## src/stripe_cfg.svh

```systemverilog
`ifndef STRIPE_CFG_SVH
`define STRIPE_CFG_SVH

// number of banks in the stripe, which must be a power of two
`define STRIPE_NUM_S 4

// byte address width of the caller port
`define STRIPE_ADDR_W 12

// data width of every W channel
// the strobe carries one bit per byte of this width
`define STRIPE_DATA_W 32

// transaction id width shared by AW and B
`define STRIPE_ID_W 4

// words of storage in each bank
// any bank word index at or past this depth is answered with SLVERR
`define STRIPE_BANK_WORDS 128

`endif

```

## src/stripe_pkg.sv

```systemverilog
`include "stripe_cfg.svh"

package stripe_pkg;

  // write response codes, using the AXI encoding
  typedef enum logic [1:0] {
    OKAY   = 2'b00,
    SLVERR = 2'b10
  } resp_e;

  // burst types as AXI encodes them
  // the banks and the striping only handle INCR
  typedef enum logic [1:0] {
    FIXED = 2'b00,
    INCR  = 2'b01,
    WRAP  = 2'b10
  } burst_e;

  // per-bank write FSM
  typedef enum logic [1:0] {
    BANK_IDLE,
    BANK_DATA,
    BANK_RESP
  } bank_state_e;

  // write address request
  // at the banks the low bits of addr hold the bank byte address
  typedef struct packed {
    logic [`STRIPE_ADDR_W-1:0] addr;
    logic [`STRIPE_ID_W-1:0]   id;
    logic [7:0]                len;
    logic [2:0]                size;
    burst_e                    burst;
  } aw_req_t;

  // one write data beat
  typedef struct packed {
    logic [`STRIPE_DATA_W-1:0]   data;
    logic [`STRIPE_DATA_W/8-1:0] strb;
    logic                        last;
  } w_beat_t;

  // write response
  typedef struct packed {
    logic [`STRIPE_ID_W-1:0] id;
    resp_e                   resp;
  } b_rsp_t;

endpackage

```

## src/stripe_rd_port.sv

```systemverilog
`timescale 1ns/1ps
`include "stripe_cfg.svh"

module stripe_rd_port import stripe_pkg::*; #(
  parameter int WORD_W = `STRIPE_ADDR_W - $clog2(`STRIPE_DATA_W / 8) - $clog2(`STRIPE_NUM_S)
) (
  input  logic                                         clk,
  input  logic                                         rst_n,
  input  logic                                         rd_en,
  input  logic [`STRIPE_ADDR_W-3:0]                    rd_addr,
  output logic [WORD_W-1:0]                            bank_rd_word,
  input  logic [`STRIPE_NUM_S-1:0][`STRIPE_DATA_W-1:0] bank_rd_data,
  output logic                                         rd_valid,
  output logic [`STRIPE_DATA_W-1:0]                    rd_data
);

  localparam int S_W  = $clog2(`STRIPE_NUM_S);
  localparam int RA_W = `STRIPE_ADDR_W - 2;

  logic [S_W-1:0] sel;

  // consecutive words sit in consecutive banks
  // the low word bits pick the bank and the rest is the row inside it
  assign sel          = rd_addr[S_W-1:0];
  assign bank_rd_word = rd_addr[RA_W-1:S_W];

  // one cycle read latency with no back-pressure
  always_ff @(posedge clk) begin
    if (!rst_n) begin
      rd_valid <= 1'b0;
    end else begin
      rd_valid <= rd_en;
    end
  end

  // the data register only loads on a request and holds otherwise
  always_ff @(posedge clk) begin
    if (rd_en) begin
      rd_data <= bank_rd_data[sel];
    end
  end

endmodule

```

## config.mk

```make
export PLATFORM = sky130hd
export DESIGN_NAME = stripe_rd_port
export DESIGN_NICKNAME = d
export VERILOG_FILES = /design/src/stripe_pkg.sv /design/src/stripe_rd_port.sv
export VERILOG_INCLUDE_DIRS = /design/src
export SDC_FILE = /design/constraint.sdc
export NUM_CORES = 1
export LEC_CHECK = 0
export ABC_AREA = 1
export BUFFER_PORTS_ARGS = -buffer_cell sky130_fd_sc_hd__buf_2
export CELL_PAD_IN_SITES_DETAIL_PLACEMENT = 1
export CELL_PAD_IN_SITES_GLOBAL_PLACEMENT = 1
export CORE_MARGIN = 2
export CORE_UTILIZATION = 27
export CTS_CLUSTER_DIAMETER = 120
export DETAILED_ROUTE_END_ITERATION = 16
export PLACE_DENSITY = 0.82
export SLEW_MARGIN = 20
export SYNTH_ARGS = -nofsm -noshare
export SYNTH_HDL_FRONTEND = slang
export SYNTH_SLANG_ARGS = --single-unit
```

## constraint.sdc

```tcl
create_clock -name clk -period 0.9 [get_ports clk]
set_input_delay 0.135 -clock clk [delete_from_list [all_inputs] [get_ports clk]]
set_output_delay 0.135 -clock clk [all_outputs]
set_load 0.005 [all_outputs]
```

==> summary.md <==
| Metric | Value |
|---|---|
| Status | `complete, but fails checks` |
| Violated checks | `negative setup slack` |
| Core footprint | `around 9300 µm²` |
| Most common cell after layout, fill and taps aside | `buf_2` |
| GP Congestion | `around 0.83` |
| Synth Instances | `417` |
| CP max stage cell | `edfxtp_1` |
| Area growth, synth to finish | `39.43%` |
| ANT cells | `0` |
| Worst path bufs/invs | `1` |
| Crit path kind | `reg2out` |
| Max capacitance violation total | `0` |
| Power Internal | `3111 µW` |
| Pin count of the biggest net entering global routing | `65` |
| Crit end category | `primary output` |
| Die Wd | `102.3 µm` |
| Post-DP HPWL | `6.977 mm` |
| Slew headroom | `81.26%` |
| Post-DRT Antenna Nets | `0` |
| Total Power | `4310 µW` |
| Hold Slack | `approximately 67 ps` |
| Final Worst Setup Slack | `-46.78 ps` |
| Leakage Power | `0.002346 µW` |
| Worst Hold Class | `in2reg` |
| Slowest stage delay, CP | `370 ps` |
| Routed via count | `2978` |
| Fillers | `about 1300` |
| Syn nets | `558` |
| Critical Path Start Type | `flop` |
| H-tree Lvls | `2` |
| Peak VDD IR | `0.0004573 V` |
| Area contributors post-synth | `edfxtp_1 37%, nand2_1 23%, inv_1 19%, nand3_1 12%, buf_4 3.4%` |
| Most frequent cells in the layout | `165 x buf_2, 161 x nand2_1, 130 x inv_1` |
| Seq cells post-synth | `33` |
| Max FO, Critical Path | `1` |
| Vias in the first global route | `3041` |
| PD cells | `between 1000 and 1500 nW/µm²` |
| Pre-CTS setup slack | `-169.9 ps` |
| Initial Util | `between 20% and 30%` |
| # DRC | `0` |
| Fmax | `1.056 GHz` |
| Total CTS buffers | `5` |
| CTS tree | `done` |
| Synthesized area | `between 2000 and 3000 µm²` |
| Area leader, netlist | `edfxtp_1` |
| First-pass GRT wire length | `~13 mm` |
| Die height | `102.3 µm` |
| Sink Count | `33` |
| Logic pwr share | `26.4%` |
| Row Count | `35` |
| Clk buf depth | `2` |
| Switching pwr | `1200 µW` |
| Min cycle time layout | `946.8 ps` |
| Final Setup Violations | `27` |
| Final Max Slew Viols | `0` |
| Final nets | `711` |
| CP cell instances | `buf_2` |
| Sequential area share after synthesis | `37.57%` |
| CTS resizes | `0` |
| Reg power frac | `44.4%` |
| Clock Tree Root | `clkbuf_8` |
| # Post-CTS Setup Buffers | `0` |
| Ports | `approximately 180` |
| Clock transition at path regs | `70 ps` |
| Grt ovf | `0` |
| Final core occ | `39.03%` |
| Top-area cell type share of the netlist area | `36.80%` |
| I/O Buffers | `165` |
| Sw frac | `27.83%` |
| Post-Route WL | `8.489 mm` |
| Yosys Warn Count | `0` |
| Initial antenna violation count | `0` |
| Worst Tran Pin Value | `281.0 ps` |
| Share of cells above drive strength 1 | `32.05%` |
| CP delay by family, top | `flip-flops` |
| Clock network power share | `29.2%` |
| First-pass DRT Iterations | `4` |
| Starting DRT DRC Count | `52` |
| WL per Instance | `~12 µm` |
| Post-synthesis cell type count | `9` |
| Critical path required time | `between 700 and 800 ps` |
| GRT Util Overall | `16.14%` |
| Die ar. | `10470 µm²` |
| CP arrival | `810 ps` |
| Mean post-synth cell area | `6.262 µm²` |
| RSZ-0062 raised after global routing | `true` |
| Tcrit/Tclk final | `105.2%` |
| Final Hold Viols | `0` |
| DR vias/cell | `4.254` |
power by group through the flow:
| stage | registers, µW | clock network (µW) | logic, µW |
|---|---|---|---|
| floorplan | 1970 | 0 | 540 |
| global placement | 1940 | 0 | 1110 |
| detailed placement | 1950 | 0 | 1160 |
| CTS | 1920 | 1340 | 1160 |
| global route | 1930 | 1380 | 1300 |
| finish | 1910 | 1260 | 1140 |
worst paths after layout:
path | startpoint | end | cells after the start
worst max-delay path | rd_data[0]$_DFFE_PP_ | rd_data[0] | 1
worst min-delay path | rst_n | rd_valid$_SDFF_PN0_ | 3
registers in the layout, indices dropped and copies added (netlist names):
name / cells
rd_data: 32
rd_valid: 1
synth_stat cells:
master,count
nand2_1,161
inv_1,130
nand3_1,64
edfxtp_1,32
buf_4,12
buf_2,9
buf_6,7
dfxtp_1,1
inv_2,1
through the flow:
step,area (µm²),instances,setup TNS (ps)
2_1_floorplan,2611,417,0
3_3_place_gp,3540,692,-3268
3_5_place_dp,3540,692,-4280
4_1_cts,3641,700,-1241
5_1_grt,3641,700,-1910
6_report,3641,700,-587.1
area by class of cell:
cell class | count | area [µm²] | area share (%)
clock buffers | 7 | 96.34 | 2.646
flip-flops and latches | 33 | 980.9 | 26.94
well taps | 129 | 161.4 | 4.433
clock inverters | 1 | 5.005 | 0.1375
multi-input cells | 225 | 924.6 | 25.40
inverters | 131 | 491.7 | 13.51
repair buffers | 174 | 980.9 | 26.94
layer usage:
| metal | vias up | wire length (µm) | global-route usage (%) |
|---|---|---|---|
| li1 | 1494 | - | - |
| met1 | 1361 | 3471 | 18.77 |
| met2 | 115 | 4301 | 29.30 |
| met3 | 8 | 630 | 4.104 |
| met4 | 0 | 85 | 4.513 |
| met5 | - | 0 | 0 |
cell families after synthesis:
| logic type | synth area share, % |
|---|---|
| buf+inv | 27.02 |
| simple gates | 35.41 |
| flops | 37.57 |
what timing repair did:
| action | in CTS | in global routing |
|---|---|---|
| hold buffers | 0 | 0 |
| setup endpoints to repair | 32 | 32 |
| cloned | 0 | 0 |
Power figures use the tool's default switching activity.
