===== src/stripe_cfg.svh =====
`ifndef STRIPE_CFG_SVH
`define STRIPE_CFG_SVH

// number of banks in the stripe, which must be a power of two
`define STRIPE_NUM_S 4

// byte address width of the caller port
`define STRIPE_ADDR_W 12

// data width of every W channel
// the strobe carries one bit per byte of this width
`define STRIPE_DATA_W 32

// transaction id width shared by AW and B
`define STRIPE_ID_W 4

// words of storage in each bank
// any bank word index at or past this depth is answered with SLVERR
`define STRIPE_BANK_WORDS 128

`endif


===== src/stripe_pkg.sv =====
`include "stripe_cfg.svh"

package stripe_pkg;

  // write response codes, using the AXI encoding
  typedef enum logic [1:0] {
    OKAY   = 2'b00,
    SLVERR = 2'b10
  } resp_e;

  // burst types as AXI encodes them
  // the banks and the striping only handle INCR
  typedef enum logic [1:0] {
    FIXED = 2'b00,
    INCR  = 2'b01,
    WRAP  = 2'b10
  } burst_e;

  // per-bank write FSM
  typedef enum logic [1:0] {
    BANK_IDLE,
    BANK_DATA,
    BANK_RESP
  } bank_state_e;

  // write address request
  // at the banks the low bits of addr hold the bank byte address
  typedef struct packed {
    logic [`STRIPE_ADDR_W-1:0] addr;
    logic [`STRIPE_ID_W-1:0]   id;
    logic [7:0]                len;
    logic [2:0]                size;
    burst_e                    burst;
  } aw_req_t;

  // one write data beat
  typedef struct packed {
    logic [`STRIPE_DATA_W-1:0]   data;
    logic [`STRIPE_DATA_W/8-1:0] strb;
    logic                        last;
  } w_beat_t;

  // write response
  typedef struct packed {
    logic [`STRIPE_ID_W-1:0] id;
    resp_e                   resp;
  } b_rsp_t;

endpackage


===== src/stripe_bank.sv =====
`timescale 1ns/1ps
`include "stripe_cfg.svh"

module stripe_bank import stripe_pkg::*; #(
  parameter int WORD_W = `STRIPE_ADDR_W - $clog2(`STRIPE_DATA_W / 8) - $clog2(`STRIPE_NUM_S)
) (
  input  logic                      clk,
  input  logic                      rst_n,
  input  logic                      aw_valid,
  input  aw_req_t                   aw,
  output logic                      aw_ready,
  input  logic                      w_valid,
  input  w_beat_t                   w,
  output logic                      w_ready,
  output logic                      b_valid,
  output b_rsp_t                    b,
  input  logic                      b_ready,
  input  logic [WORD_W-1:0]         rd_word,
  output logic [`STRIPE_DATA_W-1:0] rd_data
);

  localparam int DATA_W = `STRIPE_DATA_W;
  localparam int STRB_W = DATA_W / 8;
  localparam int O_W    = $clog2(STRB_W);
  localparam int MEM_AW = $clog2(`STRIPE_BANK_WORDS);

  // depth held at the width of the walking word index
  localparam logic [WORD_W:0] DEPTH = (WORD_W + 1)'(`STRIPE_BANK_WORDS);

  bank_state_e         state;
  logic [`STRIPE_ID_W-1:0] id_q;
  logic [WORD_W:0]     word_q;
  logic                err_q;
  logic                in_range;
  logic [DATA_W-1:0]   mem [`STRIPE_BANK_WORDS];

  // the word index has one spare bit so a walk off the end never wraps
  // back onto a valid word
  assign in_range = word_q < DEPTH;

  assign aw_ready = (state == BANK_IDLE);
  assign w_ready  = (state == BANK_DATA);
  assign b_valid  = (state == BANK_RESP);
  assign b.id     = id_q;
  assign b.resp   = err_q ? SLVERR : OKAY;

  // ----------------------------------------------------------
  // write FSM
  // ----------------------------------------------------------
  always_ff @(posedge clk) begin
    if (!rst_n) begin
      state <= BANK_IDLE;
    end else begin
      case (state)
        BANK_IDLE: begin
          if (aw_valid) begin
            state <= BANK_DATA;
          end
        end
        BANK_DATA: begin
          if (w_valid && w.last) begin
            state <= BANK_RESP;
          end
        end
        BANK_RESP: begin
          if (b_ready) begin
            state <= BANK_IDLE;
          end
        end
        default: begin
          state <= BANK_IDLE;
        end
      endcase
    end
  end

  // the burst context is loaded on every AW
  // err_q sticks once any beat of the burst lands past the depth
  always_ff @(posedge clk) begin
    if (aw_valid && aw_ready) begin
      id_q   <= aw.id;
      word_q <= {1'b0, aw.addr[O_W+WORD_W-1:O_W]};
      err_q  <= ({1'b0, aw.addr[O_W+WORD_W-1:O_W]} >= DEPTH);
    end else if (w_valid && w_ready) begin
      word_q <= word_q + 1'b1;
      if (!in_range) begin
        err_q <= 1'b1;
      end
    end
  end

  // ----------------------------------------------------------
  // storage
  // ----------------------------------------------------------

  // bytes are written under strobe in the cycle the beat arrives
  always_ff @(posedge clk) begin
    if (w_valid && w_ready && in_range) begin
      for (int i = 0; i < STRB_W; i++) begin
        if (w.strb[i]) begin
          mem[word_q[MEM_AW-1:0]][i*8 +: 8] <= w.data[i*8 +: 8];
        end
      end
    end
  end

  // words past the depth read as zero
  assign rd_data = ({1'b0, rd_word} < DEPTH) ? mem[rd_word[MEM_AW-1:0]] : '0;

endmodule


===== config.mk =====
export PLATFORM = sky130hd
export DESIGN_NAME = stripe_bank
export DESIGN_NICKNAME = d
export VERILOG_FILES = /design/src/stripe_pkg.sv /design/src/stripe_bank.sv
export VERILOG_INCLUDE_DIRS = /design/src
export SDC_FILE = /design/constraint.sdc
export NUM_CORES = 2
export LEC_CHECK = 0
export BUFFER_PORTS_ARGS = -buffer_cell sky130_fd_sc_hd__buf_2
export CORE_ASPECT_RATIO = 1.25
export CORE_MARGIN = 1
export CORE_UTILIZATION = 56
export DETAILED_ROUTE_END_ITERATION = 6
export GPL_TIMING_DRIVEN = 0
export MAX_ROUTING_LAYER = met4
export PLACE_DENSITY_LB_ADDON = 0.15
export RECOVER_POWER = 50
export SLEW_MARGIN = 25
export SYNTH_ARGS = -nofsm -noshare
export SYNTH_HDL_FRONTEND = slang
export SYNTH_SLANG_ARGS = --single-unit

===== constraint.sdc =====
create_clock -name clk -period 7.3 [get_ports clk]
set_input_delay 0.365 -clock clk [delete_from_list [all_inputs] [get_ports clk]]
set_output_delay 0.365 -clock clk [all_outputs]
set_load 0.05 [all_outputs]

==> flow_metrics.env <==
export IMPL_cp_slowest_stage_delay_ps=2830
export IMPL_synthMostInstantiatedCell="edfxtp_1"
export IMPL_max_cap_viol_count=55
export IMPL_critical_path_n_buffers_inverters=3
export IMPL_violations="DRC, capacitance limit, slew limit"
export IMPL_clock_skew_ps=75.2
export IMPL_fin_crit_sh_pct=87.0
export IMPL_reg2reg_setup_slack_ps=3080
export IMPL_worst_hold_startpoint="aw[16]"
export IMPL_cts_buffers_inserted=390
export IMPL_initial_drt_markers=12186
export IMPL_via_count=88390
export IMPL_routabilityCongestion=1.10
export IMPL_design_portCount=120
export IMPL_post_cts_resized=0
export IMPL_power_density_cell_area_mw_per_mm2=271
export IMPL_number_of_distinct_library_cell_variants_in_the_gate_level_netlist_after_synthesis=47
export IMPL_worst_r2r_endpoint="mem[25][12]"
export IMPL_report_final_setup_viol=0
export IMPL_crit_arrival_ps=6470
export IMPL_max_freq_mhz=158
export IMPL_chipHeight_um=601
export IMPL_peakVddDrop_uv=223
export IMPL_route_antenna_remaining_nets=0
export IMPL_hold_path_class="in2reg"
export IMPL_clock_tree_from_tritoncts="done"
export IMPL_remaining_drc_errors=1
export IMPL_routed_wirelength_um=499000
export IMPL_setup_tns_final_ps=0
export IMPL_h_tree_levels=5
export IMPL_startpoint_type="primary input"
export IMPL_rsz0062_at_grt="false"
export IMPL_yosysWarningCount=0
export IMPL_number_of_global_route_vias_before_repair=86674
export IMPL_total_power_mw=48.7
export IMPL_netlist_area_leader_share_pct=76.7
export IMPL_max_slew_worst_pin_slew_ps=4460
export IMPL_yosys_top_cells_area="edfxtp_1, mux4_2, mux2i_1"
export IMPL_worst_path_dominant_cell_family="buffers and inverters"
export IMPL_postCtsHoldBufs=53
export IMPL_cts_buffer_depth=4
export IMPL_worst_setup_hold_path_clk_slew_ps=60
export IMPL_outcome="finished, violations left"
export IMPL_min_delay_worst_endpoint="id_q[3]"
export IMPL_fp_coreArea_mm2=0.285
export IMPL_globalRouteTotalUtil_pct=35.5
export IMPL_worstPathMaxFanout=65
export IMPL_worst_ep_required_time_ps=7420
export IMPL_final_period_minus_worst_setup_slack_ps=6350
export IMPL_cts_root_buf="clkbuf_16"
export IMPL_grt_antenna_before_repair=33
export IMPL_critPathSlowestCell="clkbuf_1"
export IMPL_cellLeakagePower_nw=57.2
export IMPL_netlist_top_cell_by_area="edfxtp_1"
export IMPL_overflow_left_after_global_routing=0
export IMPL_drv_slew=3486
export IMPL_holdWs_ps=145
export IMPL_yosys_most_used_dff="edfxtp_1"
export IMPL_synth_area_mm2=0.161
export IMPL_proportion_of_layout_cells_with_a_drive_suffix_above_1_pct=18.2
export IMPL_rows=219
export IMPL_viasPerCell=6.75
export IMPL_timing_rr_start="word_q[0]"
export IMPL_worst_setup_path_end_kind="flop"
export IMPL_post_drt_wl_per_cell_um=38.1
export IMPL_detailedRoute_firstPassIterationCount=7
export IMPL_async_reset_ff_share_pct=0
export IMPL_timing_worst_setup_path_type="in2reg"
export IMPL_flip_flop_and_latch_count_after_synthesis=4112
export IMPL_worst_r2r_path_depth=6
export IMPL_crit_path_frequent_cell="clkbuf_1"
export IMPL_sequential_share_of_the_synthesized_area_pct=76.8
export IMPL_synthTopCellsByCount="edfxtp_1, mux2i_1, nand3_1, mux4_2, nor2_1"
export IMPL_start_util_pct=56.4
export IMPL_io_buffer_count=99
export IMPL_clock_sinks=4112
export IMPL_num_nets_final=9070
export IMPL_timing_max_slew_rel_slack_pct=-197
export IMPL_fp_dieW_um=481
export IMPL_hold_path_cell_count=2
export IMPL_count_of_endpoints_failing_hold_in_the_final_timing_report=0
export IMPL_syn_nets=8453
export IMPL_postSynthCellCount=8373
export IMPL_fillers=19682
export IMPL_largest_net_degree_at_the_start_of_global_routing=85
export IMPL_synthesis_area_per_instance_um2=19.2
export IMPL_die_area_mm2=0.289
export IMPL_grt_pass1_wl_um=680000
export IMPL_place_detailed_hpwl_um=360000
export IMPL_synth_enable_flop_cells=4109
export IMPL_worstPathCellList="dlygate4sd3_1 -> clkbuf_1 -> clkbuf_1"
export IMPL_synthToLayoutAreaGrowth_pct=11.9
export IMPL_cts_setup_buffers=0
export IMPL_dp_cells=12302
export IMPL_clock_latency_ps=940
export IMPL_finalNonFillerCells=13089
layer usage:
layer / GRT usage (%) / wire length (µm)
met2: 54.3 / 237000
met4: 24.7 / 42800
met3: 7.15 / 49800
met5: - / 0
met1: 42.5 / 169000
worst max path at each step:
stage               start            to  slack [ps]  depth (start not counted)
4_1_cts        rd_word[1]   rd_data[28]        1890                         10
3_5_place_dp   rd_word[1]   rd_data[28]        1890                         10
6_report            w[25]    mem[3][20]         950                          3
5_1_grt             w[13]    mem[71][8]         890                          3
2_1_floorplan    state[0]  mem[102][10]        4350                          7
3_3_place_gp    word_q[2]   mem[26][30]        1080                          5
cells in the final DEF (no fill, tap or decap), types with 81 or more instances in the layout:
master / Yosys / routed
clkbuf_1: 259 / 375
a21oi_1: 98 / 98
nand2_1: 243 / 243
clkinv_1: 0 / 81
buf_2: 173 / 236
nor2_1: 526 / 520
nand4_1: 161 / 161
edfxtp_1: 4109 / 4109
clkbuf_16: 0 / 397
nand3_1: 705 / 705
mux2i_1: 768 / 768
a22oi_1: 161 / 161
mux4_2: 640 / 640
where the power goes:
part	switching [mW]	leakage [nW]	internal, mW
sequential	0.0114	36.9	26.0
combinational	2.06	14.3	0.739
clock	8.77	5.96	11.1
sequential cells by signal, indices dropped and copies added (netlist names):
name and flops:
word_q 9, state 2, id_q 4, err_q 1, mem 4096
cell type report:
cell class                      instances  area, µm²  area share (%)
Antenna cell                           26       65.1          0.0362
Buffer                                563       2770            1.54
Clock buffer                          492      10300            5.73
Clock inverter                        216       1890            1.05
Inverter                                2       7.51         0.00417
Multi-Input combinational cell       3696      34900            19.4
Sequential cell                      4112     123000            68.6
Tap cell                             3757       4700            2.61
Timing Repair Buffer                  225       1770           0.986
cell families after synthesis:
logic type / Yosys count / share of synthesized area (%)
flops: 4112 / 76.8
compound gates: 427 / 2.18
mux: 1408 / 13.7
simple gates: 1852 / 5.56
fa+ha+maj: 1 / 0.00778
xor+xnor: 7 / 0.0381
other cells: 1 / 0.00233
buf+inv: 565 / 1.69
metrics by stage:
stage	area, µm²	utilization (%)	setup WS, ps
floorplan	161000	-	4350
global placement	166000	58.2	1080
detailed placement	168000	58.9	1890
CTS	181000	63.3	1890
global route	180000	63.1	886
finish	180000	63.1	951
No activity file was read; power rests on OpenSTA's default activity.
