==> src/stripe_cfg.svh <==
`ifndef STRIPE_CFG_SVH
`define STRIPE_CFG_SVH

// number of banks in the stripe, which must be a power of two
`define STRIPE_NUM_S 4

// byte address width of the caller port
`define STRIPE_ADDR_W 12

// data width of every W channel
// the strobe carries one bit per byte of this width
`define STRIPE_DATA_W 32

// transaction id width shared by AW and B
`define STRIPE_ID_W 4

// words of storage in each bank
// any bank word index at or past this depth is answered with SLVERR
`define STRIPE_BANK_WORDS 128

`endif

==> src/stripe_pkg.sv <==
`include "stripe_cfg.svh"

package stripe_pkg;

  // write response codes, using the AXI encoding
  typedef enum logic [1:0] {
    OKAY   = 2'b00,
    SLVERR = 2'b10
  } resp_e;

  // burst types as AXI encodes them
  // the banks and the striping only handle INCR
  typedef enum logic [1:0] {
    FIXED = 2'b00,
    INCR  = 2'b01,
    WRAP  = 2'b10
  } burst_e;

  // per-bank write FSM
  typedef enum logic [1:0] {
    BANK_IDLE,
    BANK_DATA,
    BANK_RESP
  } bank_state_e;

  // write address request
  // at the banks the low bits of addr hold the bank byte address
  typedef struct packed {
    logic [`STRIPE_ADDR_W-1:0] addr;
    logic [`STRIPE_ID_W-1:0]   id;
    logic [7:0]                len;
    logic [2:0]                size;
    burst_e                    burst;
  } aw_req_t;

  // one write data beat
  typedef struct packed {
    logic [`STRIPE_DATA_W-1:0]   data;
    logic [`STRIPE_DATA_W/8-1:0] strb;
    logic                        last;
  } w_beat_t;

  // write response
  typedef struct packed {
    logic [`STRIPE_ID_W-1:0] id;
    resp_e                   resp;
  } b_rsp_t;

endpackage

==> src/stripe_wr.sv <==
`timescale 1ns/1ps
`include "stripe_cfg.svh"

module stripe_wr import stripe_pkg::*; (
  input  logic                         clk,
  input  logic                         rst_n,

  // caller write port
  input  logic                         aw_valid,
  input  aw_req_t                      aw,
  output logic                         aw_ready,
  input  logic                         w_valid,
  input  w_beat_t                      w,
  output logic                         w_ready,
  output logic                         b_valid,
  output b_rsp_t                       b,
  input  logic                         b_ready,

  // one write port per bank
  output logic    [`STRIPE_NUM_S-1:0] bank_aw_valid,
  output aw_req_t [`STRIPE_NUM_S-1:0] bank_aw,
  input  logic    [`STRIPE_NUM_S-1:0] bank_aw_ready,
  output logic    [`STRIPE_NUM_S-1:0] bank_w_valid,
  output w_beat_t [`STRIPE_NUM_S-1:0] bank_w,
  input  logic    [`STRIPE_NUM_S-1:0] bank_w_ready,
  input  logic    [`STRIPE_NUM_S-1:0] bank_b_valid,
  input  b_rsp_t  [`STRIPE_NUM_S-1:0] bank_b,
  output logic    [`STRIPE_NUM_S-1:0] bank_b_ready
);

  localparam int NUM_S  = `STRIPE_NUM_S;
  localparam int ADDR_W = `STRIPE_ADDR_W;
  localparam int S_W    = $clog2(NUM_S);
  localparam int O_W    = $clog2(`STRIPE_DATA_W / 8);

  logic                  aw_hs;
  logic                  w_hs;
  logic                  b_hs;
  logic [ADDR_W-S_W-1:0] stripe_addr;
  aw_req_t               bank_req;
  logic [NUM_S-1:0]      aw_done;
  logic [NUM_S-1:0]      b_done;
  logic [NUM_S-1:0]      b_done_next;
  logic [S_W-1:0]        idx;
  logic [7:0]            stripes_todo;

  assign aw_hs = aw_valid && aw_ready;
  assign w_hs  = w_valid && w_ready;
  assign b_hs  = b_valid && b_ready;

  // ----------------------------------------------------------
  // AW channel
  // ----------------------------------------------------------

  // the top byte address is high bits, bank index, byte offset
  // the bank sees the same address with the index bits cut out of the middle
  assign stripe_addr = {aw.addr[ADDR_W-1:S_W+O_W], aw.addr[O_W-1:0]};

  // each bank gets one row per stripe, so its length is the top length
  // divided by the bank count
  always_comb begin
    bank_req      = aw;
    bank_req.addr = {{S_W{1'b0}}, stripe_addr};
    bank_req.len  = aw.len >> S_W;
  end

  // only one burst is in flight, so the port closes on accept and
  // reopens the cycle after the caller has taken the response
  always_ff @(posedge clk) begin
    if (!rst_n) begin
      aw_ready <= 1'b1;
    end else if (aw_hs) begin
      aw_ready <= 1'b0;
    end else if (b_hs) begin
      aw_ready <= 1'b1;
    end
  end

  // every bank request goes out together and each drops on its own ready
  // aw_done remembers which banks hold their request for this burst
  always_ff @(posedge clk) begin
    if (!rst_n) begin
      bank_aw_valid <= '0;
      aw_done       <= '0;
    end else begin
      for (int i = 0; i < NUM_S; i++) begin
        if (aw_hs) begin
          bank_aw_valid[i] <= 1'b1;
        end else if (bank_aw_ready[i]) begin
          bank_aw_valid[i] <= 1'b0;
        end

        if (aw_hs || b_hs) begin
          aw_done[i] <= 1'b0;
        end else if (bank_aw_valid[i] && bank_aw_ready[i]) begin
          aw_done[i] <= 1'b1;
        end
      end
    end
  end

  always_ff @(posedge clk) begin
    if (aw_hs) begin
      for (int i = 0; i < NUM_S; i++) begin
        bank_aw[i] <= bank_req;
      end
    end
  end

  // ----------------------------------------------------------
  // W steering
  // ----------------------------------------------------------

  // NUM_S is a power of two so the bank index simply wraps
  // stripes_todo counts whole rows still to come after the current one
  always_ff @(posedge clk) begin
    if (!rst_n) begin
      idx          <= '0;
      stripes_todo <= '0;
    end else if (aw_hs) begin
      idx          <= '0;
      stripes_todo <= aw.len >> S_W;
    end else if (w_hs) begin
      idx <= idx + 1'b1;
      if (idx == {S_W{1'b1}}) begin
        stripes_todo <= stripes_todo - 8'd1;
      end
    end
  end

  // a beat is only taken once the addressed bank holds its AW
  assign w_ready = bank_w_ready[idx] && aw_done[idx];

  // the accepted beat is registered toward its bank and stays up until
  // that bank takes it
  always_ff @(posedge clk) begin
    if (!rst_n) begin
      bank_w_valid <= '0;
    end else begin
      for (int i = 0; i < NUM_S; i++) begin
        if (w_hs && idx == S_W'(i)) begin
          bank_w_valid[i] <= 1'b1;
        end else if (bank_w_ready[i]) begin
          bank_w_valid[i] <= 1'b0;
        end
      end
    end
  end

  // the caller's wlast is not needed since every bank ends on the final row
  always_ff @(posedge clk) begin
    if (w_hs) begin
      bank_w[idx].data <= w.data;
      bank_w[idx].strb <= w.strb;
      bank_w[idx].last <= (stripes_todo == 8'd0);
    end
  end

  // ----------------------------------------------------------
  // B merge
  // ----------------------------------------------------------

  // responses are buffered here, so the banks are never stalled
  assign bank_b_ready = '1;

  always_comb begin
    for (int i = 0; i < NUM_S; i++) begin
      b_done_next[i] = b_done[i];
      if (b_hs) begin
        b_done_next[i] = 1'b0;
      end
      if (bank_b_valid[i] && bank_b_ready[i]) begin
        b_done_next[i] = 1'b1;
      end
    end
  end

  // b_valid rises the cycle after the last bank answers and holds under
  // back-pressure because b_done only clears on the caller's transfer
  always_ff @(posedge clk) begin
    if (!rst_n) begin
      b_done  <= '0;
      b_valid <= 1'b0;
    end else begin
      b_done  <= b_done_next;
      b_valid <= &b_done_next;
    end
  end

  // all banks see the same rows of the same burst and so agree on id and
  // resp, and bank 0 speaks for them
  always_ff @(posedge clk) begin
    if (bank_b_valid[0] && bank_b_ready[0]) begin
      b <= bank_b[0];
    end
  end

endmodule
==> config.mk <==
export PLATFORM = sky130hd
export DESIGN_NAME = stripe_wr
export DESIGN_NICKNAME = d
export VERILOG_FILES = /design/src/stripe_pkg.sv /design/src/stripe_wr.sv
export VERILOG_INCLUDE_DIRS = /design/src
export SDC_FILE = /design/constraint.sdc
export NUM_CORES = 1
export LEC_CHECK = 0
export BUFFER_PORTS_ARGS = -buffer_cell sky130_fd_sc_hd__buf_2
export CORE_MARGIN = 1
export CORE_UTILIZATION = 25
export CTS_CLUSTER_DIAMETER = 100
export CTS_CLUSTER_SIZE = 40
export DETAILED_ROUTE_END_ITERATION = 16
export GPL_TIMING_DRIVEN = 0
export SETUP_SLACK_MARGIN = 0.1
export SYNTH_ARGS = -nofsm -noshare
export SYNTH_HDL_FRONTEND = slang
export SYNTH_SLANG_ARGS = --single-unit
==> constraint.sdc <==
create_clock -name clk -period 4.3 [get_ports clk]
set_input_delay 0.215 -clock clk [delete_from_list [all_inputs] [get_ports clk]]
set_output_delay 0.215 -clock clk [all_outputs]
set_load 0.1 [all_outputs]
==> results of run 1 <==
## worst min-delay path by stage
stage	endpoint	slack, ps	depth (start not counted)
after floorplan	b[0]$_DFFE_PP_	310	0
after global placement	b[3]$_DFFE_PP_	390	1
after detailed placement	bank_aw[90]$_DFFE_PP_	390	1
after CTS	aw_ready$_SDFFE_PN1P_	10	3
after global routing	b_done[1]$_SDFF_PN0_	30	2
final	b_done[1]$_SDFF_PN0_	40	3
## power groups by stage
stage	clock network (W)	logic [W]	registers (W)
2_1_floorplan	0	0.000507	0.00247
3_3_place_gp	0	0.000817	0.00229
3_5_place_dp	0	0.000822	0.00229
4_1_cts	0.00128	0.000876	0.00224
5_1_grt	0.00134	0.000903	0.00225
6_report	0.00123	0.000873	0.00224
## through the flow
stage	instances	setup TNS [ps]	power (W)	cell area [um2]	worst slack [ps]
2_1_floorplan	442	0	0.00297	7460	1160
3_3_place_gp	1173	-20660	0.00311	9680	-551
3_5_place_dp	1177	0	0.00311	9770	1750
4_1_cts	1266	0	0.00440	10900	1740
5_1_grt	1266	0	0.00449	10900	1620
6_report	1266	0	0.00435	10900	1820
## worst max-delay path, cell delays in order, from the launching register on
cell,delay [ps]
dfxtp_1,360
inv_2,110
mux4_2,580
inv_1,90
buf_2,200
buf_2,460
## cells by family after synthesis
kind of cell | synth area share [%]
multiplexers | 0.440
other | 0.102
adder cells (fa/ha/maj) | 1.02
AO/OA/AOI/OAI | 3.57
flip-flops | 80.3
AND/OR/NAND/NOR | 4.16
buffers and inverters | 10.4
## sequential cells by signal, summed over array words and instances, names as in the netlist
register / cells
bank_w: 148
bank_aw: 25
stripes_todo: 8
b: 6
aw_done: 4
b_done: 4
bank_aw_valid: 4
bank_w_valid: 4
idx: 2
aw_ready: 1
b_valid: 1
## placed cells by master, fill, tap and decap left out, types with 8 or more instances in the layout
cell type,Yosys,final
nand2_1,12,12
dfxtp_1,28,28
dlygate4sd3_1,0,73
conb_1,2,20
buf_2,2,349
buf_4,95,95
o21ai_0,10,10
clkbuf_16,0,11
a21oi_1,12,12
nor2b_1,8,8
edfxtp_1,179,179
## per-layer routing
layer | vias up | share of wire (%) | routed length [um]
met5 | - | 0 | 0
met4 | 0 | 2.7 | 502
met3 | 24 | 5.9 | 1090
met2 | 194 | 51 | 9510
met1 | 2305 | 40 | 7430
li1 | 2331 | - | -
## layout make-up
cell class	count	area, um2	share of cell area (%)
Buffer	101	738	6.77
Clock buffer	11	275	2.52
Clock inverter	5	123	1.12
Inverter	8	30.0	0.275
Multi-Input combinational cell	126	766	7.02
Sequential cell	207	5940	54.4
Tap cell	384	480	4.41
Timing Repair Buffer	424	2550	23.4
## what timing repair did
item | CTS | global route
hold endpoints to repair | 182 | 0
hold buffers | 73 | 0
gates resized for setup | 0 | 0
==> results.toml, run 1 <==
[logic_synthesis]
synth_most_common_cell = "edfxtp_1"
ys_ff_latch = 207
netlist_area_mm2 = 0.00739
ys_warn_count = 0
synth_edf_count = 179
ys.flop_type = "edfxtp_1"
yosysTopAreaCell = "edfxtp_1"
ys_types = 37
synth-async-reset-ratio_pct = 0
yosysSeqAreaShare_pct = 80.3
yosys-top-cells-count = "edfxtp_1 (179), buf_4 (95), dfxtp_1 (28)"
synth_cells = 424
avgSynthCellArea_um2 = 17.4
yosys-top-cells-area = "edfxtp_1 (73%), buf_4 (9.6%), dfxtp_1 (7.6%)"
yosys.area.top_type_share_pct = 72.7

[clock_network]
insertion_delay_ps = 490
cts_buffers = 11
clock-root-buffer = "clkbuf_16"
path_clk_slew_ps = 110
htree_num_levels = 1
cts_setup_buffers = 0
cts_tree = "done"
cts_sinks = 207
clock_path_buffers = 3

[timing]
holdWs_ps = 40.1
fmax_ghz = 0.403
setup_viol = 0
maxSlewHeadroom_pct = 32.5
hold_viol = 0
rsz0062_at_grt = "false"
max_slew.worst_pin.slew_ps = 1010
fin_skew_ps = 26.1
slew_viol_final = 0
period_share_pct = 57.8
fin_crit_ps = 2480

[detailed_routing]
drtIter0Drc = 243
first_pass_iters = 4
wl_um = 18500
via_count = 4854
ant_nets = 0
drc = 0
vias_per_cell = 3.83
wire_per_inst_um = 14.6

[critical_path]
required_ps = 4090
endpoint_kind = "output port"
r2r-end = "bank_w[64]$_DFFE_PP_"
cp.arrival_ps = 2270
r2r_slack_ps = 1830
crit_type = "reg -> out"
start_kind = "register"
critPathLaunch = "idx[1]$_SDFFE_PP0P_"
crit_fanout = 10
r2r_cells = 6
r2r_start = "idx[1]$_SDFFE_PP0P_"
setup.worst_path.end = "w_ready"

[grt]
grt.met1_usage_pct = 13.6
grt_max_degree = 41
grt_antenna_before_repair = 0
grt_pass1_vias = 4832
grtUsageTotal_pct = 11.6
grt_first_pass_wirelength_um = 27000
grt_overflow = 0
grtUsageMet3_pct = 2.10
grt_util_met2_pct = 21.3
grt_busiest_layer = "met2"

[die]
die_width_um = 174
floorplan.initialDensity_pct = 25.6
die_area_mm2 = 0.0303
rows = 62
core_area_mm2 = 0.0289
pin_count = 392
die_h_um = 174

[place]
hpwl_um = 13500
port_buffers = 347
gp_congestion = 0.725

[power]
clkPwrFrac_pct = 28.3
vdd_ir_drop_max_uv = 322
power_frac_seq_pct = 51.6
intPower_w = 0.00294
comb_power_share_pct = 20.1
powerDensity_mw_per_mm2 = 399
p_leak_nw = 4.57
swShare_pct = 32.5
switchingPower_w = 0.00141

[cells_and_area]
fillCellCount = 2767
antenna_cells = 0
final_core_util_pct = 37.8
drive_gt1_share_pct = 53.4
nets = 992
area_growth_pct = 47.5

[hold_path]
worstHoldStart = "bank_b_valid[1]"
hold_class = "in -> reg"

[outcome]
status = "completed"

[job]
drv_cap = 0
No activity file was read; power rests on OpenSTA's default activity.
==> run 2, diff against run 1 <==
--- a/config.mk
+++ b/config.mk
@@ -6,6 +6,7 @@
 export SDC_FILE = /design/constraint.sdc
 export NUM_CORES = 1
 export LEC_CHECK = 0
+export ABC_AREA = 1
 export BUFFER_PORTS_ARGS = -buffer_cell sky130_fd_sc_hd__buf_2
 export CORE_MARGIN = 1
 export CORE_UTILIZATION = 25
==> constraint.sdc (replaced) <==
create_clock -name clk -period 2.4 [get_ports clk]
set_input_delay 0.12 -clock clk [delete_from_list [all_inputs] [get_ports clk]]
set_output_delay 0.12 -clock clk [all_outputs]
set_load 0.1 [all_outputs]
==> results.toml, run 2 <==
[outcome]
status = "completed"

[clock_network]
cts_buffers = 10
cts_sinks = 207
clock-root-buffer = "clkbuf_16"
insertion_delay_ps = 480
cts_tree = "done"
path_clk_slew_ps = 120
clock_path_buffers = 3
htree_num_levels = 1

[detailed_routing]
wire_per_inst_um = 14.5
wl_met2_um = 10400
drc = 0
drtIter0Drc = 242
wl_um = 19500
ant_nets = 0
routed.top_layer = "met4"
dr_wl_met3_um = 1170
via_count = 5172
vias_per_cell = 3.85
met1_length_um = 7570
first_pass_iters = 4

[logic_synthesis]
yosysSeqAreaShare_pct = 78.5
synthSimpleGateAreaFrac_pct = 7.02
synth_most_common_cell = "edfxtp_1"
ys_warn_count = 0
avgSynthCellArea_um2 = 15.4
yosys.area.top_type_share_pct = 71.1
synth-async-reset-ratio_pct = 0
synth_edf_count = 179
synth_xor_area_share_pct = 0
ys.flop_type = "edfxtp_1"
synthAdderAreaFrac_pct = 0.993
netlist_area_mm2 = 0.00756
synth_cells = 490
synth_compound_gate_area_share_pct = 2.15
synthMuxAreaShare_pct = 0
ys_types = 24
synth_top_family_by_area = "buffers and inverters"
yosysTopAreaCell = "edfxtp_1"
yosys-top-cells-count = "edfxtp_1 (179), buf_4 (95), nand2_1 (55)"
ys_ff_latch = 207
yosys-top-cells-area = "edfxtp_1 (71%), buf_4 (9.4%), dfxtp_1 (7.4%)"

[power]
power.total_w = 0.00780
powerDensity_mw_per_mm2 = 703
vdd_ir_drop_max_uv = 603
p_leak_nw = 4.80

[timing]
period_share_pct = 84.6
rsz0062_at_grt = "false"
fin_skew_ps = 19.6
hold_viol = 0
slew_viol_final = 0
fmax_ghz = 0.492
setup_viol = 0
setup_slack_ps = 368
max_slew.worst_pin.slew_ps = 825
fin_crit_ps = 2030
maxSlewHeadroom_pct = 44.9

[grt]
grtUsageTotal_pct = 11.8
grt_overflow = 0
grt_first_pass_wirelength_um = 27700
grt_max_degree = 41
grt_antenna_before_repair = 0
grt_pass1_vias = 4936

[die]
core_area_mm2 = 0.0297
die_h_um = 176
pin_count = 392
die_width_um = 176
floorplan.initialDensity_pct = 25.4
die_area_mm2 = 0.0309
rows = 63

[critical_path]
crit_type = "reg -> reg"
cp.arrival_ps = 2150
slowest_delay_ps = 680
cpMaxStageDelayCell = "nor2_4"
crit_chain = "ha_1 -> inv_1 -> nor2_4"
critPathLaunch = "idx[0]$_SDFFE_PP0P_"
r2r_start = "idx[0]$_SDFFE_PP0P_"
critPathTopFamily = "simple AND/OR/NAND/NOR gates"
start_kind = "register"
crit_fanout = 20
endpoint_kind = "register"
crit_buf_inv = 1
required_ps = 2520

[job]
drv_cap = 0

[place]
gp_congestion = 0.752
port_buffers = 347
place_ws_ps = 19.6
hpwl_um = 14100

[cells_and_area]
largest_register_ffs = 148
drive_gt1_share_pct = 50.2
largest_register = "bank_w"
area_growth_pct = 46.7
final_common_cell = "buf_2"
antenna_cells = 0
nets = 1064
fillCellCount = 2843
largest_registers = "bank_w (148), bank_aw (25), stripes_todo (8)"
layout_common_cells = "buf_2 (349), edfxtp_1 (179), buf_4 (95), dlygate4sd3_1 (80), nand2_1 (55)"

[hold_path]
worstHoldStart = "w_valid"
hold_class = "in -> reg"
## run 2: cell types whose count changed in the layout (fill, tap and decap cells not counted), moves of 8 or more
cell	change
a21oi_1	+8
nand3_1	+11
nor2b_1	-8
inv_1	+21
nor2_1	+22
nand2_1	+43
## run 2: timing repair
action                     in CTS  in global routing
gates resized for setup         1                  0
hold endpoints to repair      205                  0
hold buffers                   80                  0
setup buffers                   0                  0
setup endpoints to repair      39                  0
## run 2: cells by family after synthesis
family                     Yosys count
AOI/OAI and AO/OA                   31
buffers and inverters              131
and+or+nand+nor                    113
other                                2
adders and majority gates            6
DFF                                207
## run 2: routing by layer
| layer | GRT usage [%] | up-vias |
|---|---|---|
| li1 | - | 2497 |
| met1 | 13.2 | 2432 |
| met2 | 22.5 | 222 |
| met3 | 2.01 | 21 |
| met4 | 3.48 | 0 |
| met5 | 0 | - |
## run 2: worst paths after layout
path / end / slack (ps) / depth (start not counted)
min reg2reg: bank_w_valid[1]$_SDFFE_PN0P_ / 470 / 2
min: bank_w_valid[3]$_SDFFE_PN0P_ / 30 / 3
max reg2reg: bank_w[125]$_DFFE_PP_ / 370 / 3
max: bank_w[125]$_DFFE_PP_ / 370 / 3
## run 2: cell type report
cell class / count / area (um2) / area share, %
Tap cell: 390 / 488 / 4.40
Buffer: 98 / 727 / 6.55
Clock inverter: 4 / 87.6 / 0.790
Inverter: 33 / 124 / 1.12
Timing Repair Buffer: 430 / 2600 / 23.4
Sequential cell: 207 / 5940 / 53.5
Clock buffer: 12 / 279 / 2.52
Multi-Input combinational cell: 171 / 855 / 7.70
## run 2: worst register-to-register path: stages (launching register included)
cell	delay [ps]
dfxtp_1	500
ha_1	280
inv_1	180
nor2_4	680
## run 2: power breakdown
| group | internal, W | switching [W] |
|---|---|---|
| clock | 0.000918 | 0.00118 |
| sequential | 0.00398 | 0.0000486 |
| combinational | 0.000371 | 0.00130 |
## run 2: stage by stage
step                      hold slack [ps]  TNS, ps  util [%]  cells  cell area (um2)
after CTS                            12.1        0      37.3   1345            11100
after global placement                297   -46610      33.2   1245             9850
final                                28.3        0      37.3   1345            11100
after detailed placement              298        0      33.4   1248             9910
after global routing                 38.8        0      37.3   1345            11100
after floorplan                       219        0         -    508             7630
==> run 3, diff against run 2 <==
--- a/config.mk
+++ b/config.mk
@@ -6,7 +6,7 @@
 export SDC_FILE = /design/constraint.sdc
 export NUM_CORES = 1
 export LEC_CHECK = 0
-export ABC_AREA = 1
+export ABC_AREA = 0
 export BUFFER_PORTS_ARGS = -buffer_cell sky130_fd_sc_hd__buf_2
 export CORE_MARGIN = 1
 export CORE_UTILIZATION = 25
==> constraint.sdc (replaced) <==
create_clock -name clk -period 2 [get_ports clk]
set_input_delay 0.1 -clock clk [delete_from_list [all_inputs] [get_ports clk]]
set_output_delay 0.1 -clock clk [all_outputs]
set_load 0.1 [all_outputs]
==> results.toml, run 3 (synthesized netlist as in run 1, its figures left out) <==
[cells_and_area]
antenna_cells = 0
fillCellCount = 2688
drive_gt1_share_pct = 55.3
largest_registers = "bank_w (148), bank_aw (25), stripes_todo (8)"
final_common_cell = "buf_2"
layout_common_cells = "buf_2 (346), edfxtp_1 (179), buf_4 (102), dlygate4sd3_1 (81), dfxtp_1 (26)"
nets = 1035
area_growth_pct = 56.9
fin_area_mm2 = 0.0116
largest_register = "bank_w"
final_core_util_pct = 40.2
largest_register_ffs = 148

[timing]
hold_viol = 0
fmax_ghz = 0.478
setup_slack_ps = -91.4
slew_viol_final = 0
setup_viol = 100
rsz0062_at_grt = "true"
period_share_pct = 105
maxSlewHeadroom_pct = 32.1
setup_tns_ps = -4380
max_slew.worst_pin.slew_ps = 1020
fin_skew_ps = 26.0
fin_crit_ps = 2090

[detailed_routing]
drc = 0
drtIter0Drc = 247
wl_um = 20900
routed.top_layer = "met4"
wire_per_inst_um = 15.9
dr_wl_met3_um = 1030
vias_per_cell = 3.92
first_pass_iters = 4
ant_nets = 0
via_count = 5130
wl_met2_um = 10900
met1_length_um = 8370

[critical_path]
r2r_start = "idx[1]$_SDFFE_PP0P_"
critPathLaunch = "idx[1]$_SDFFE_PP0P_"
r2r_cells = 8
start_kind = "register"
crit_type = "reg -> reg"
required_ps = 2210
crit_fanout = 9
r2r-end = "bank_w[37]$_DFFE_PP_"
cp.arrival_ps = 2300
endpoint_kind = "register"
setup.worst_path.end = "bank_w[37]$_DFFE_PP_"
r2r_slack_ps = -90

[die]
die_width_um = 174
die_area_mm2 = 0.0303
floorplan.initialDensity_pct = 25.6
pin_count = 392
die_h_um = 174
core_area_mm2 = 0.0289
rows = 62

[hold_path]
hold_class = "in -> reg"

[grt]
grt_pass1_vias = 4999
grt_max_degree = 41
grt_first_pass_wirelength_um = 29600
grtUsageTotal_pct = 13.0
grt_overflow = 0
grt_antenna_before_repair = 0

[power]
p_leak_nw = 4.85
vdd_ir_drop_max_uv = 847
powerDensity_mw_per_mm2 = 816

[clock_network]
insertion_delay_ps = 490
cts_buffers = 11
cts_tree = "done"
path_clk_slew_ps = 120
cts_sinks = 207
clock_path_buffers = 3
clock-root-buffer = "clkbuf_16"
htree_num_levels = 1

[outcome]
status = "finished, violations left"
violations = "setup timing"

[place]
port_buffers = 347
hpwl_um = 12900
gp_congestion = 0.718
postPlaceCellArea_mm2 = 0.00971

[job]
drv_cap = 0
## run 3: cell count changes in the layout (fill, tap and decap cells not counted), moves of 5 or more
cell      previous run  this run
a21boi_0             0         5
a21oi_1             20        12
a31oi_1              0         6
and3_4               0         6
buf_12               3        17
buf_4               95       102
buf_6                0         9
inv_1               28         6
inv_2                5         0
nand2_1             55        12
nand2b_1             0         5
nand3_1             15         4
nor2_1              29         7
nor2b_1              0         8
## run 3: layout make-up
cell class,count,area (um2),share of cell area (%)
Tap cell,384,480,4.14
Clock buffer,11,275,2.37
Sequential cell,207,5940,51.2
Buffer,101,759,6.55
Timing Repair Buffer,463,3140,27.1
Multi-Input combinational cell,130,835,7.20
Inverter,8,40.0,0.345
Clock inverter,6,125,1.08
## run 3: worst min-delay path by stage
stage                         start                      endpoint  slack, ps  cells after the start
after floorplan           bank_b[0]                b[0]$_DFFE_PP_        200                      0
after global placement        aw[4]         bank_aw[91]$_DFFE_PP_        280                      1
after detailed placement     aw[23]        bank_aw[108]$_DFFE_PP_        280                      1
after CTS                  aw_valid  stripes_todo[6]$_SDFFE_PP0P_         80                      4
after global routing       aw_valid  stripes_todo[6]$_SDFFE_PP0P_        130                      4
final                      aw_valid  stripes_todo[6]$_SDFFE_PP0P_         80                      4
## run 3: critical path, cell delays in order, from the launching register on
cell     delay (ps)
dfxtp_4         370
inv_4            70
mux4_2          560
buf_6           160
inv_8            40
buf_12          120
buf_6            90
and3_4          240
buf_12          170
## run 3: what timing repair did
action	4_1_cts	5_1_grt
setup endpoints to repair	153	157
hold endpoints to repair	203	0
hold buffers	81	0
pin swaps	6	4
gates cloned	8	1
buffers inserted	29	2
gates resized for setup	28	4
## run 3: per-layer routing
layer	vias to the layer above	GRT usage, %
met2	205	23.8
met5	-	0
li1	2437	-
met4	0	4.20
met1	2462	15.4
met3	26	2.01
## run 3: metrics by stage
stage               std cells  setup WS, ps  power (W)  hold WS (ps)
floorplan                 442         -78.1    0.00640           199
global placement         1173          -798    0.00668           277
detailed placement       1173          -821    0.00669           278
CTS                      1308         -72.3    0.00955          76.2
global route             1310          -125    0.00974           131
finish                   1310         -91.4    0.00946          78.2
## run 3: report_power, final
group          internal, W  switching [W]
Sequential         0.00476      0.0000579
Clock              0.00115        0.00157
Combinational     0.000436        0.00148
Total              0.00635        0.00311
